[src/source/bp_cfg_pkg.sv]
package bp_cfg_pkg;

  // ~~~~~~~~~~~~~~~~~~~~~~~~~~~~~~~~~~~~~~
  // Address space
  // ~~~~~~~~~~~~~~~~~~~~~~~~~~~~~~~~~~~~~~
  localparam int addr_w = 32;
  localparam logic [addr_w-1:0] inst_bytes = 4;  // Fall-through step of one instruction
  localparam int default_entries = 16;

  // ~~~~~~~~~~~~~~~~~~~~~~~~~~~~~~~~~~~~~~
  // Direction counter, one-hot
  // ~~~~~~~~~~~~~~~~~~~~~~~~~~~~~~~~~~~~~~
  typedef logic [3:0] ctr_t;

  localparam ctr_t ctr_strong_nt = 4'b1000;
  localparam ctr_t ctr_weak_nt = 4'b0100;
  localparam ctr_t ctr_weak_t = 4'b0010;
  localparam ctr_t ctr_strong_t = 4'b0001;

  function automatic logic ctr_taken(input ctr_t ctr);
    return (ctr == ctr_weak_t) || (ctr == ctr_strong_t);  // Upper half of the counter
  endfunction

endpackage

[src/source/bp_types_pkg.sv]
package bp_types_pkg;

  typedef struct packed {
    logic                            valid;
    logic [bp_cfg_pkg::addr_w-1:0] pc;
  } fetch_req_t;

  typedef struct packed {
    logic                            valid;
    logic                            retired;
    logic                            branch;
    logic                            pred_taken;  // Direction the fetch side used
    logic                            miss;        // Set when that direction was wrong
    logic [bp_cfg_pkg::addr_w-1:0] pc;
    logic [bp_cfg_pkg::addr_w-1:0] next_pc;
  } retire_t;

  typedef struct packed {
    logic                            valid;
    logic                            taken;       // True direction of the branch
    logic [bp_cfg_pkg::addr_w-1:0] pc;
    logic [bp_cfg_pkg::addr_w-1:0] target;
  } bp_update_t;

  typedef struct packed {
    logic                            hit;
    logic                            taken;
    logic [bp_cfg_pkg::addr_w-1:0] target;
  } lookup_t;

  typedef struct packed {
    logic                            valid;
    logic                            hit;
    logic                            taken;
    logic [bp_cfg_pkg::addr_w-1:0] next_pc;
  } prediction_t;

endpackage

[src/source/branch_predictor_top.sv]
`timescale 1ns/10ps

module branch_predictor_top #(
  parameter int ENTRIES = bp_cfg_pkg::default_entries,
  localparam int IDX_W = $clog2(ENTRIES)
) (
  input  logic                      clk,
  input  logic                      rst,
  input  bp_types_pkg::fetch_req_t  fetch,
  input  bp_types_pkg::retire_t     retire,
  output bp_types_pkg::prediction_t pred
);

  bp_types_pkg::bp_update_t upd;
  bp_types_pkg::lookup_t    look;
  logic                     alloc;
  logic                     touch;
  logic [IDX_W-1:0]         touch_idx;
  logic [IDX_W-1:0]         victim;

  retire_filter filter0 (
    .clk    (clk),
    .rst    (rst),
    .retire (retire),
    .upd    (upd)
  );

  btb_array #(.ENTRIES(ENTRIES)) btb0 (
    .clk       (clk),
    .rst       (rst),
    .fetch     (fetch),
    .upd       (upd),
    .look      (look),
    .alloc     (alloc),
    .touch     (touch),
    .touch_idx (touch_idx),
    .victim    (victim)
  );

  plru_tree #(.ENTRIES(ENTRIES)) plru0 (
    .clk       (clk),
    .rst       (rst),
    .alloc     (alloc),
    .touch     (touch),
    .touch_idx (touch_idx),
    .victim    (victim)
  );

  fetch_predict predict0 (
    .clk   (clk),
    .rst   (rst),
    .fetch (fetch),
    .look  (look),
    .pred  (pred)
  );

endmodule

[src/source/btb_array.sv]
`timescale 1ns/10ps

module btb_array #(
  parameter int ENTRIES = bp_cfg_pkg::default_entries,
  localparam int IDX_W = $clog2(ENTRIES)
) (
  input  logic                     clk,
  input  logic                     rst,
  input  bp_types_pkg::fetch_req_t fetch,
  input  bp_types_pkg::bp_update_t upd,
  output bp_types_pkg::lookup_t    look,
  output logic                     alloc,
  output logic                     touch,
  output logic [IDX_W-1:0]         touch_idx,
  input  logic [IDX_W-1:0]         victim
);

  typedef struct packed {
    logic [bp_cfg_pkg::addr_w-1:0] pc;
    logic [bp_cfg_pkg::addr_w-1:0] target;
    bp_cfg_pkg::ctr_t              ctr;
  } entry_t;

  logic [ENTRIES-1:0] entry_valid;
  entry_t             entries [ENTRIES];

  logic               upd_hit;
  logic [IDX_W-1:0]   upd_idx;

  // One step toward the true direction, holding at either end
  function automatic bp_cfg_pkg::ctr_t ctr_step(input bp_cfg_pkg::ctr_t ctr,
                                                input logic taken);
    bp_cfg_pkg::ctr_t next;
    if (taken)
    begin
      case (ctr)
        bp_cfg_pkg::ctr_strong_nt: next = bp_cfg_pkg::ctr_weak_nt;
        bp_cfg_pkg::ctr_weak_nt:   next = bp_cfg_pkg::ctr_weak_t;
        bp_cfg_pkg::ctr_weak_t:    next = bp_cfg_pkg::ctr_strong_t;
        bp_cfg_pkg::ctr_strong_t:  next = bp_cfg_pkg::ctr_strong_t;
        default:                   next = bp_cfg_pkg::ctr_weak_t;  // Recover a bad state
      endcase
    end
    else
    begin
      case (ctr)
        bp_cfg_pkg::ctr_strong_nt: next = bp_cfg_pkg::ctr_strong_nt;
        bp_cfg_pkg::ctr_weak_nt:   next = bp_cfg_pkg::ctr_strong_nt;
        bp_cfg_pkg::ctr_weak_t:    next = bp_cfg_pkg::ctr_weak_nt;
        bp_cfg_pkg::ctr_strong_t:  next = bp_cfg_pkg::ctr_weak_t;
        default:                   next = bp_cfg_pkg::ctr_weak_nt;
      endcase
    end
    return next;
  endfunction

  // ~~~~~~~~~~~~~~~~~~~~~~~~~~~~~~~~~~~~~~
  // Fetch lookup
  // ~~~~~~~~~~~~~~~~~~~~~~~~~~~~~~~~~~~~~~

  always_comb
  begin
    look = '0;
    for (int i = 0; i < ENTRIES; i++)
    begin
      if (entry_valid[i] && (entries[i].pc == fetch.pc))
      begin
        look.hit    = 1'b1;
        look.taken  = bp_cfg_pkg::ctr_taken(entries[i].ctr);
        look.target = entries[i].target;
      end
    end
  end

  // ~~~~~~~~~~~~~~~~~~~~~~~~~~~~~~~~~~~~~~
  // Retire match
  // ~~~~~~~~~~~~~~~~~~~~~~~~~~~~~~~~~~~~~~

  always_comb
  begin
    upd_hit = 1'b0;
    upd_idx = '0;
    for (int i = 0; i < ENTRIES; i++)
    begin
      if (entry_valid[i] && (entries[i].pc == upd.pc))
      begin
        upd_hit = 1'b1;
        upd_idx = IDX_W'(i);  // Installs never duplicate a pc, so at most one match
      end
    end
  end

  assign touch     = upd.valid && upd_hit;
  assign alloc     = upd.valid && !upd_hit;
  assign touch_idx = upd_idx;

  // ~~~~~~~~~~~~~~~~~~~~~~~~~~~~~~~~~~~~~~
  // Table write
  // ~~~~~~~~~~~~~~~~~~~~~~~~~~~~~~~~~~~~~~

  always_ff @(posedge clk)
  begin
    if (rst)
      entry_valid <= '0;
    else if (alloc)
      entry_valid[victim] <= 1'b1;
  end

  always_ff @(posedge clk)
  begin
    if (touch)
    begin
      entries[upd_idx].target <= upd.target;
      entries[upd_idx].ctr    <= ctr_step(entries[upd_idx].ctr, upd.taken);
    end
    else if (alloc)
    begin
      entries[victim].pc     <= upd.pc;
      entries[victim].target <= upd.target;
      entries[victim].ctr    <= upd.taken ? bp_cfg_pkg::ctr_weak_t : bp_cfg_pkg::ctr_weak_nt;
    end
  end

endmodule

[src/source/fetch_predict.sv]
`timescale 1ns/10ps

module fetch_predict (
  input  logic                      clk,
  input  logic                      rst,
  input  bp_types_pkg::fetch_req_t  fetch,
  input  bp_types_pkg::lookup_t     look,
  output bp_types_pkg::prediction_t pred
);

  logic                          redirect;
  logic [bp_cfg_pkg::addr_w-1:0] next_pc;

  // ~~~~~~~~~~~~~~~~~~~~~~~~~~~~~~~~~~~~~~
  // Next address
  // ~~~~~~~~~~~~~~~~~~~~~~~~~~~~~~~~~~~~~~

  assign redirect = look.hit && look.taken;

  always_comb
  begin
    if (redirect)
      next_pc = look.target;
    else
      next_pc = fetch.pc + bp_cfg_pkg::inst_bytes;  // Fall through
  end

  // ~~~~~~~~~~~~~~~~~~~~~~~~~~~~~~~~~~~~~~
  // Prediction register
  // ~~~~~~~~~~~~~~~~~~~~~~~~~~~~~~~~~~~~~~

  always_ff @(posedge clk)
  begin
    if (rst)
      pred.valid <= 1'b0;
    else
      pred.valid <= fetch.valid;
  end

  always_ff @(posedge clk)
  begin
    pred.hit     <= look.hit;
    pred.taken   <= redirect;  // Taken is never reported without a hit
    pred.next_pc <= next_pc;
  end

endmodule

[src/source/plru_tree.sv]
`timescale 1ns/10ps

module plru_tree #(
  parameter int ENTRIES = bp_cfg_pkg::default_entries,
  localparam int IDX_W = $clog2(ENTRIES)
) (
  input  logic             clk,
  input  logic             rst,
  input  logic             alloc,
  input  logic             touch,
  input  logic [IDX_W-1:0] touch_idx,
  output logic [IDX_W-1:0] victim
);

  // Nodes sit in heap order with children 2n+1 and 2n+2. A zero bit points left
  logic [ENTRIES-2:0] tree_q;
  logic [ENTRIES-2:0] tree_d;
  logic [IDX_W-1:0]   path_idx;

  // ~~~~~~~~~~~~~~~~~~~~~~~~~~~~~~~~~~~~~~
  // Victim walk
  // ~~~~~~~~~~~~~~~~~~~~~~~~~~~~~~~~~~~~~~

  always_comb
  begin
    int node;
    node = 0;
    victim = '0;
    for (int lvl = 0; lvl < IDX_W; lvl++)
    begin
      victim[IDX_W-1-lvl] = tree_q[node];  // Root decides the top index bit
      node = 2 * node + 1 + int'(tree_q[node]);
    end
  end

  // ~~~~~~~~~~~~~~~~~~~~~~~~~~~~~~~~~~~~~~
  // Path update
  // ~~~~~~~~~~~~~~~~~~~~~~~~~~~~~~~~~~~~~~

  // Flipping the victim path is the same as pointing it away from the
  // victim, so alloc and touch share one rule on different paths
  assign path_idx = alloc ? victim : touch_idx;

  always_comb
  begin
    int node;
    node = 0;
    tree_d = tree_q;
    if (alloc || touch)
    begin
      for (int lvl = 0; lvl < IDX_W; lvl++)
      begin
        tree_d[node] = ~path_idx[IDX_W-1-lvl];
        node = 2 * node + 1 + int'(path_idx[IDX_W-1-lvl]);
      end
    end
  end

  always_ff @(posedge clk)
  begin
    if (rst)
      tree_q <= '0;
    else
      tree_q <= tree_d;
  end

endmodule

[src/source/retire_filter.sv]
`timescale 1ns/10ps

module retire_filter (
  input  logic                   clk,
  input  logic                   rst,
  input  bp_types_pkg::retire_t  retire,
  output bp_types_pkg::bp_update_t upd
);

  logic train;

  // ~~~~~~~~~~~~~~~~~~~~~~~~~~~~~~~~~~~~~~
  // Qualification
  // ~~~~~~~~~~~~~~~~~~~~~~~~~~~~~~~~~~~~~~

  // Only retired branches train the table. Squashed or non-branch
  // reports pass by without touching it
  assign train = retire.valid && retire.retired && retire.branch;

  // ~~~~~~~~~~~~~~~~~~~~~~~~~~~~~~~~~~~~~~
  // Update register
  // ~~~~~~~~~~~~~~~~~~~~~~~~~~~~~~~~~~~~~~

  always_ff @(posedge clk)
  begin
    if (rst)
      upd.valid <= 1'b0;
    else
      upd.valid <= train;
  end

  always_ff @(posedge clk)
  begin
    if (train)
    begin
      upd.taken  <= retire.pred_taken ^ retire.miss;  // A miss means the other way
      upd.pc     <= retire.pc;
      upd.target <= retire.next_pc;                   // Resolved address after the branch
    end
  end

endmodule

[config.mk]
export PLATFORM = sky130hd
export DESIGN_NAME = branch_predictor_top
export DESIGN_NICKNAME = d
export VERILOG_FILES = /design/src/source/bp_cfg_pkg.sv /design/src/source/bp_types_pkg.sv /design/src/source/branch_predictor_top.sv /design/src/source/btb_array.sv /design/src/source/fetch_predict.sv /design/src/source/plru_tree.sv /design/src/source/retire_filter.sv
export SDC_FILE = /design/constraint.sdc
export NUM_CORES = 2
export LEC_CHECK = 0
export CORE_UTILIZATION = 58
export DETAILED_ROUTE_END_ITERATION = 10
export DONT_BUFFER_PORTS = 1
export PLACE_DENSITY = 0.81
export SLEW_MARGIN = 20
export SYNTH_ARGS = -nofsm -noshare
export SYNTH_HDL_FRONTEND = slang
export SYNTH_SLANG_ARGS = --single-unit
[constraint.sdc]
create_clock -name clk -period 5.4 [get_ports clk]
set_input_delay 0.54 -clock clk [delete_from_list [all_inputs] [get_ports clk]]
set_output_delay 0.54 -clock clk [all_outputs]
set_load 0.02 [all_outputs]
# Yosys cells after proc, flatten, opt, wreduce, memory -nomap -nowiden
# Memories as Yosys holds them, arrays and structs flattened.
# Cells that the tools add are included.
[totals] regBits=132 latchBits=0 ramBits=1088 romBits=0 input_bits=104 out_inout_bits=35 elab_cells=251 mem_count=1
[memory_table] memory="btb0.entries" words=16 width=68 rd=17 rd_clocked_by_memory_dff=0 write_ports=1 line="btb_array.sv:25" text="entry_t entries [ENTRIES];"
[classes] n_addsub=11 multipliers=0 n_div=0 magnitude_cmp=11 eq_ne=68 shift=0 n_mux=82 bitwise_logic=6 n_reduce_logical=62
[op_table] operator="32-bit equality test" n=32
[op_table] operator="34-bit two-way mux" n=16
[op_table] operator="32-bit by 6-bit less-than comparator with 1-bit output, second input constant" n=6
[op_table] operator="32-bit by 2-bit adder with 32-bit output" n=4
[op_table] operator="32-bit by 2-bit adder with 32-bit output, second input constant" n=4
[op_table] operator="32-bit by 1-bit greater-or-equal comparator with 1-bit output, second input constant" n=3
[op_table] operator="4-bit by 1-bit equality test with 1-bit output, second input constant" n=17
[op_table] operator="4-bit by 2-bit equality test with 1-bit output, second input constant" n=17
[op_table] operator="68-bit two-way mux" n=1
[op_table] operator="68-bit OR reduction" n=1
[op_table] operator="4-bit two-way mux" n=12
[op_table] operator="15-bit bitwise mux" n=3
[op_table] operator="1-bit logical AND" n=41
[op_table] operator="32-bit by 3-bit adder with 32-bit output, second input constant" n=1
[op_table] operator="1-bit two-way mux" n=32
[op_table] operator="32-bit two-way mux" n=1
[op_table] operator="1-bit logical OR" n=17
[op_table] operator="1-bit demux with 4-bit select" n=4
[op_table] operator="16-bit bitwise OR" n=1
[op_table] operator="3-bit two-way mux" n=5
[op_table] operator="1-bit binary-select mux with 4-bit select" n=3
[op_table] operator="4-bit case mux with 2 select lines" n=1
[op_table] operator="2-bit two-way mux" n=3
[op_table] operator="3-bit case mux with 2 select lines" n=1
[op_table] operator="other kinds (9)" n=14

# Longest topological paths before layout
# An unclocked memory read counts as a cell.
[depth] ltp_word=32 depth_mapped=19 ltp_nobuf=16

# Cells and area by module
# A second synthesis with hierarchy kept.
[unflattened] hier_cells=4511 area_unflattened_um2=59042.9
[modules_own_cells] module="btb_array" instances=1 cells_per_inst=4095 area_per_inst_um2=54135.7 seq_area_each_um2=32991.6
[modules_own_cells] module="retire_filter" instances=1 cells_per_inst=69 area_per_inst_um2=1996.9 seq_area_each_um2=1971.9
[modules_own_cells] module="fetch_predict" instances=1 cells_per_inst=208 area_per_inst_um2=1684.1 seq_area_each_um2=700.7
[modules_own_cells] module="plru_tree" instances=1 cells_per_inst=139 area_per_inst_um2=1226.2 seq_area_each_um2=300.3

# Least setup slack after synthesis
# No wires, ideal clock.
[synth_path] path_kind="flip-flop to flip-flop" startpoint="reg, netlist name filter0.upd[62]" endpoint="mem btb0.entries[12][0] (netlist bit), enable pin" setup_ns=0.429 arrival_time_ns=4.767 t_required_ns=4.971 setup_slack_ns=0.204 path_stages_with_launch=14 n_path_buf=2 period_less_slack_ns=5.196 cell_sequence="edfxtp_1 -> buf_4 -> buf_4 -> xnor2_1 -> nand4_1 -> nor3_1 -> and3_1 -> nor4_2 -> nand4bb_1 -> nor4_2 -> inv_2 -> a31oi_1 -> nand3_1 -> nor2_1"
[synth_via] elab_chain_cells=25 elab_cells_between_ends=74 classes_between="16 x eq/ne; 38 x mux; 20 x reduce/logical"
[synth_rtl] element="32-bit equality test" line="btb_array.sv:85" text="if (entry_valid[i] && (entries[i].pc == upd.pc))"
[synth_rtl] element="1-bit logical AND" line="btb_array.sv:85"
[synth_rtl] element="1-bit two-way mux (16 in series)" line="btb_array.sv:85"
[synth_rtl] element="1-bit zero test" line="btb_array.sv:94" text="assign alloc = upd.valid && !upd_hit;"
[synth_rtl] element="1-bit logical AND" line="btb_array.sv:94"
[synth_rtl] element="1-bit two-way mux" line="btb_array.sv:116" text="else if (alloc)"
[synth_rtl] element="1-bit two-way mux" line="btb_array.sv:111" text="if (touch)"
[synth_rtl] element="1-bit two-way mux" line="btb_array.sv:118, btb_array.sv:119, btb_array.sv:120"
[synth_rtl] element="68-bit OR reduction (no source line)"
[synth_rtl] element="4-bit two-way mux (no source line) / 2-bit two-way mux (equally long branches)"
[synth_rtl] element="end, declared" line="btb_array.sv:25"
# Several ways; a longest one is shown, not always the timed one.

# Worst setup path after layout
[layout_path] startpoint="reg, netlist name filter0.upd[38]" endpoint="mem btb0.entries[14][1] (netlist bit), data pin"
[layout_via] elab_chain_cells=25 elab_cells_between_ends=82 classes_between="20 x eq/ne; 39 x mux; 22 x reduce/logical; 1 x memory"
[layout_rtl] element="parallel branches: the longest is 24 deep, another holds 32-bit equality test"
[layout_rtl] element="68-bit two-way mux (no source line) (*)"
# Mark *: on every way between the ends. The select of a mux whose other input is x is not followed.

==> results.sh <==
export IMPL_drc=48
export IMPL_grt_pass1_wl_microns=281500
export IMPL_fin_worst_skew_ns=0.02356
export IMPL_synth_top_area_share_pct=60.94
export IMPL_worstSetupStartpointType="register"
export IMPL_slowest_delay_ns=0.42
export IMPL_whs_path_depth=2
export IMPL_synth_top_family_by_area="XOR/XNOR gates"
export IMPL_cts_htree_levels=3
export IMPL_synth_mux_area_share_pct=4.096
export IMPL_ys_flop_type="edfxtp_1"
export IMPL_gp_congestion=1.015
export IMPL_fp_row_count=114
export IMPL_setup_violations=16
export IMPL_path_cells="buf_4 > buf_4 > xor2_1 > nor4_1 > nand4_1 > nor4_2 > buf_4 > a21boi_2 > o21ai_1 > a2111oi_4 > nor2_4 > buf_4 > mux2_2 > a22o_1 > or3_4 > buf_4 > nor3b_2 > o2111ai_1 > a32o_4"
export IMPL_drt_vias_per_instance=6.743
export IMPL_layout_nets=4508
export IMPL_drtIter0Drc=6234
export IMPL_syn_area_per_cell_sq_um=13.56
export IMPL_power_uw=20020
export IMPL_grt_ovfl_total=0
export IMPL_port_buffers=0
export IMPL_worst_slack_ns=-0.07458
export IMPL_core_area_sq_um=96850
export IMPL_avgRoutedWirePerCell_microns=35.05
export IMPL_r2r_worst_path_cells=19
export IMPL_yosysSeqAreaShare_pct=63.30
export IMPL_via_count=39060
export IMPL_die_area_sq_um=99210
export IMPL_max_freq_ghz=0.1827
export IMPL_clk_path_buf_depth=3
export IMPL_worstSkewPairLatency_ns=0.74
export IMPL_min_to="predict0.pred[1]"
export IMPL_power_density_nw_per_um2=309.1
export IMPL_leakage_uw=0.02148
export IMPL_crit_path_end_kind="register"
export IMPL_finalHoldViolCount=0
export IMPL_initial_core_util_pct=58.66
export IMPL_slew_headroom_pct=17.04
export IMPL_cts_buffers=121
export IMPL_wirelength_microns=203100
export IMPL_design_area_sq_um=64770
export IMPL_worst_r2r_startpoint="filter0.upd[38]"
export IMPL_synth_cells=4190
export IMPL_synth_edf_count=1153
export IMPL_max_cap_viol_count=0
export IMPL_grt_util_all_layers_pct=40.87
export IMPL_crit_required_ns=5.85
export IMPL_synth_area_leader_cell="edfxtp_1"
export IMPL_status="finished, violations left"
export IMPL_hpwl_microns=128200
export IMPL_grt_max_degree=67
export IMPL_syn_nets=4303
export IMPL_synth_compound_area_share_pct=4.493
export IMPL_period_minus_slack_ns=5.475
export IMPL_area_delta_synth_final_pct=14.00
export IMPL_synthArstFlopShare_pct=0
export IMPL_ir_drop_mv=0.3433
export IMPL_tightest_slew_ns=1.244
export IMPL_holdCritPathClass="primary input to register"
export IMPL_firstDrtPassIters=9
export IMPL_cts_tree="built"
export IMPL_synth_xor_xnor_area_share_pct=16.42
export IMPL_cts_root_buf="clkbuf_16"
export IMPL_synthAdderAreaFrac_pct=0.1982
export IMPL_slowest_stage="nor4_2"
export IMPL_r2r_slack_ns=-0.07
export IMPL_drive_above_1_share_pct=14.13
export IMPL_violations="DRC, setup timing"
export IMPL_io_pins=139
export IMPL_finalCritPeriodShare_pct=101.4
export IMPL_die_x_microns=315.0
export IMPL_synth_area_leaders="edfxtp_1, xnor2_1, xor2_1"
export IMPL_mostFrequentLayoutCells="edfxtp_1, xnor2_1, xor2_1"
export IMPL_cp_max_fo=16
export IMPL_ys_types=78
export IMPL_clk_pin_slew_ns=0.06
export IMPL_netlist_area_sq_um=56810
export IMPL_antenna_found_initial=15
export IMPL_dieHeight_microns=315.0
export IMPL_ant_nets=0
export IMPL_fill_cells=6760
export IMPL_yosys_warnings=0
export IMPL_path_class="register to register"
export IMPL_clkSinkCount=1220
export IMPL_first_global_vias=38020
export IMPL_synth_simple_area_share_pct=8.591
export IMPL_r2r_end="btb0.entries[14][1]"
export IMPL_critPathMostFrequentCell="buf_4"
export IMPL_min_delay_start="fetch[1]"
export IMPL_final_common_cell="edfxtp_1"
export IMPL_post_cts_setup_buffers=0
export IMPL_setup_tns_ns=-1.078
export IMPL_maxSlewViolCount=0
export IMPL_ys_ff_latch=1220
export IMPL_arrival_ns=5.92
export IMPL_place_area_sq_um=59870
worst max path at each step:
stage | depth (start not counted) | end | from
after floorplan | 13 | btb0.entries[12][0] | filter0.upd[62]
after global placement | 14 | btb0.entries[6][2] | filter0.upd[57]
after detailed placement | 15 | btb0.entries[13][1] | filter0.upd[57]
after CTS | 15 | btb0.entries[14][1] | filter0.upd[57]
after global routing | 20 | btb0.entries[14][1] | filter0.upd[38]
final | 19 | btb0.entries[14][1] | filter0.upd[38]
cell families after synthesis:
| logic type | after synthesis |
|---|---|
| flip-flops | 1220 |
| XOR/XNOR | 1064 |
| AND/OR/NAND/NOR | 925 |
| AO/OA/AOI/OAI | 400 |
| buffers and inverters | 353 |
| multiplexers | 219 |
| adder cells (fa/ha/maj) | 9 |
flip-flops by register name, indices dropped and copies added (netlist names):
name and count:
btb0.entries 1088, filter0.upd 66, predict0.pred 35, btb0.entry_valid 16, plru0.tree_q 15
layer usage:
layer	wire length (microns)	GRT usage, %	up-vias
li1	-	-	15690
met1	67080	50.97	18970
met2	90290	62.68	3462
met3	29140	11.49	933
met4	16480	26.52	4
met5	73	0	-
cells in the mapped netlist, types with 6 or more instances:
cell type,number
a2111oi_0,11
a211o_1,6
a211oi_1,17
a21o_1,8
a21oi_1,89
a221oi_1,7
a311o_1,23
and2_1,32
and3_1,22
buf_1,19
buf_2,104
buf_4,8
buf_6,19
clkbuf_1,89
dfxtp_1,67
edfxtp_1,1153
ha_1,9
inv_1,107
mux2_2,98
mux2i_1,120
nand2_1,114
nand2b_1,14
nand3_1,115
nand4_1,160
nor2_1,228
nor2b_1,15
nor3_1,46
nor4_1,124
nor4_2,7
o21ai_0,127
o21ai_1,30
o221ai_1,15
o22ai_1,7
o31ai_1,20
or3_1,7
or4_1,14
xnor2_1,613
xor2_1,450
per-stage QoR:
step                      setup slack [ns]  util (%)  hold WS, ns  cells
after floorplan                     0.2036         -       0.4444   4190
after global placement             -0.3080     61.78       0.4504   5478
after detailed placement           -0.1665     61.82       0.4678   5479
after CTS                          0.03475     66.77      0.01570   5777
after global routing              -0.04062     66.85     0.007796   5783
final                             -0.07458     66.87      0.03408   5793
worst max-delay path: cells and delay by family, from the launching register on:
family / cells / cell delay, ns
buffers and inverters: 5 / 1.30
XOR/XNOR: 1 / 0.11
AND/OR/NAND/NOR: 6 / 1.60
AO/OA/AOI/OAI: 6 / 1.43
multiplexers: 1 / 0.35
flip-flops: 1 / 0.38
final cells by class:
cell class	count	area, sq um	share of cell area [%]
Clock inverter	62	640.6	0.9891
Timing Repair Buffer	323	3166	4.888
Inverter	112	420.4	0.6491
Multi-Input combinational cell	2617	19490	30.09
Tap cell	1276	1597	2.465
Clock buffer	168	3455	5.334
Sequential cell	1220	35960	55.53
Antenna cell	15	37.54	0.05796
power by group:
part	switching [uW]	internal [uW]
combinational	486	345
clock	3770	4960
sequential	108	10300
what timing repair did:
item / CTS / global route
resized for setup: 1 / 5
setup endpoints to repair: 16 / 64
cloned: 0 / 0
hold buffers: 68 / 0
hold endpoints to repair: 98 / 0
(Power assumes the default switching activity.)
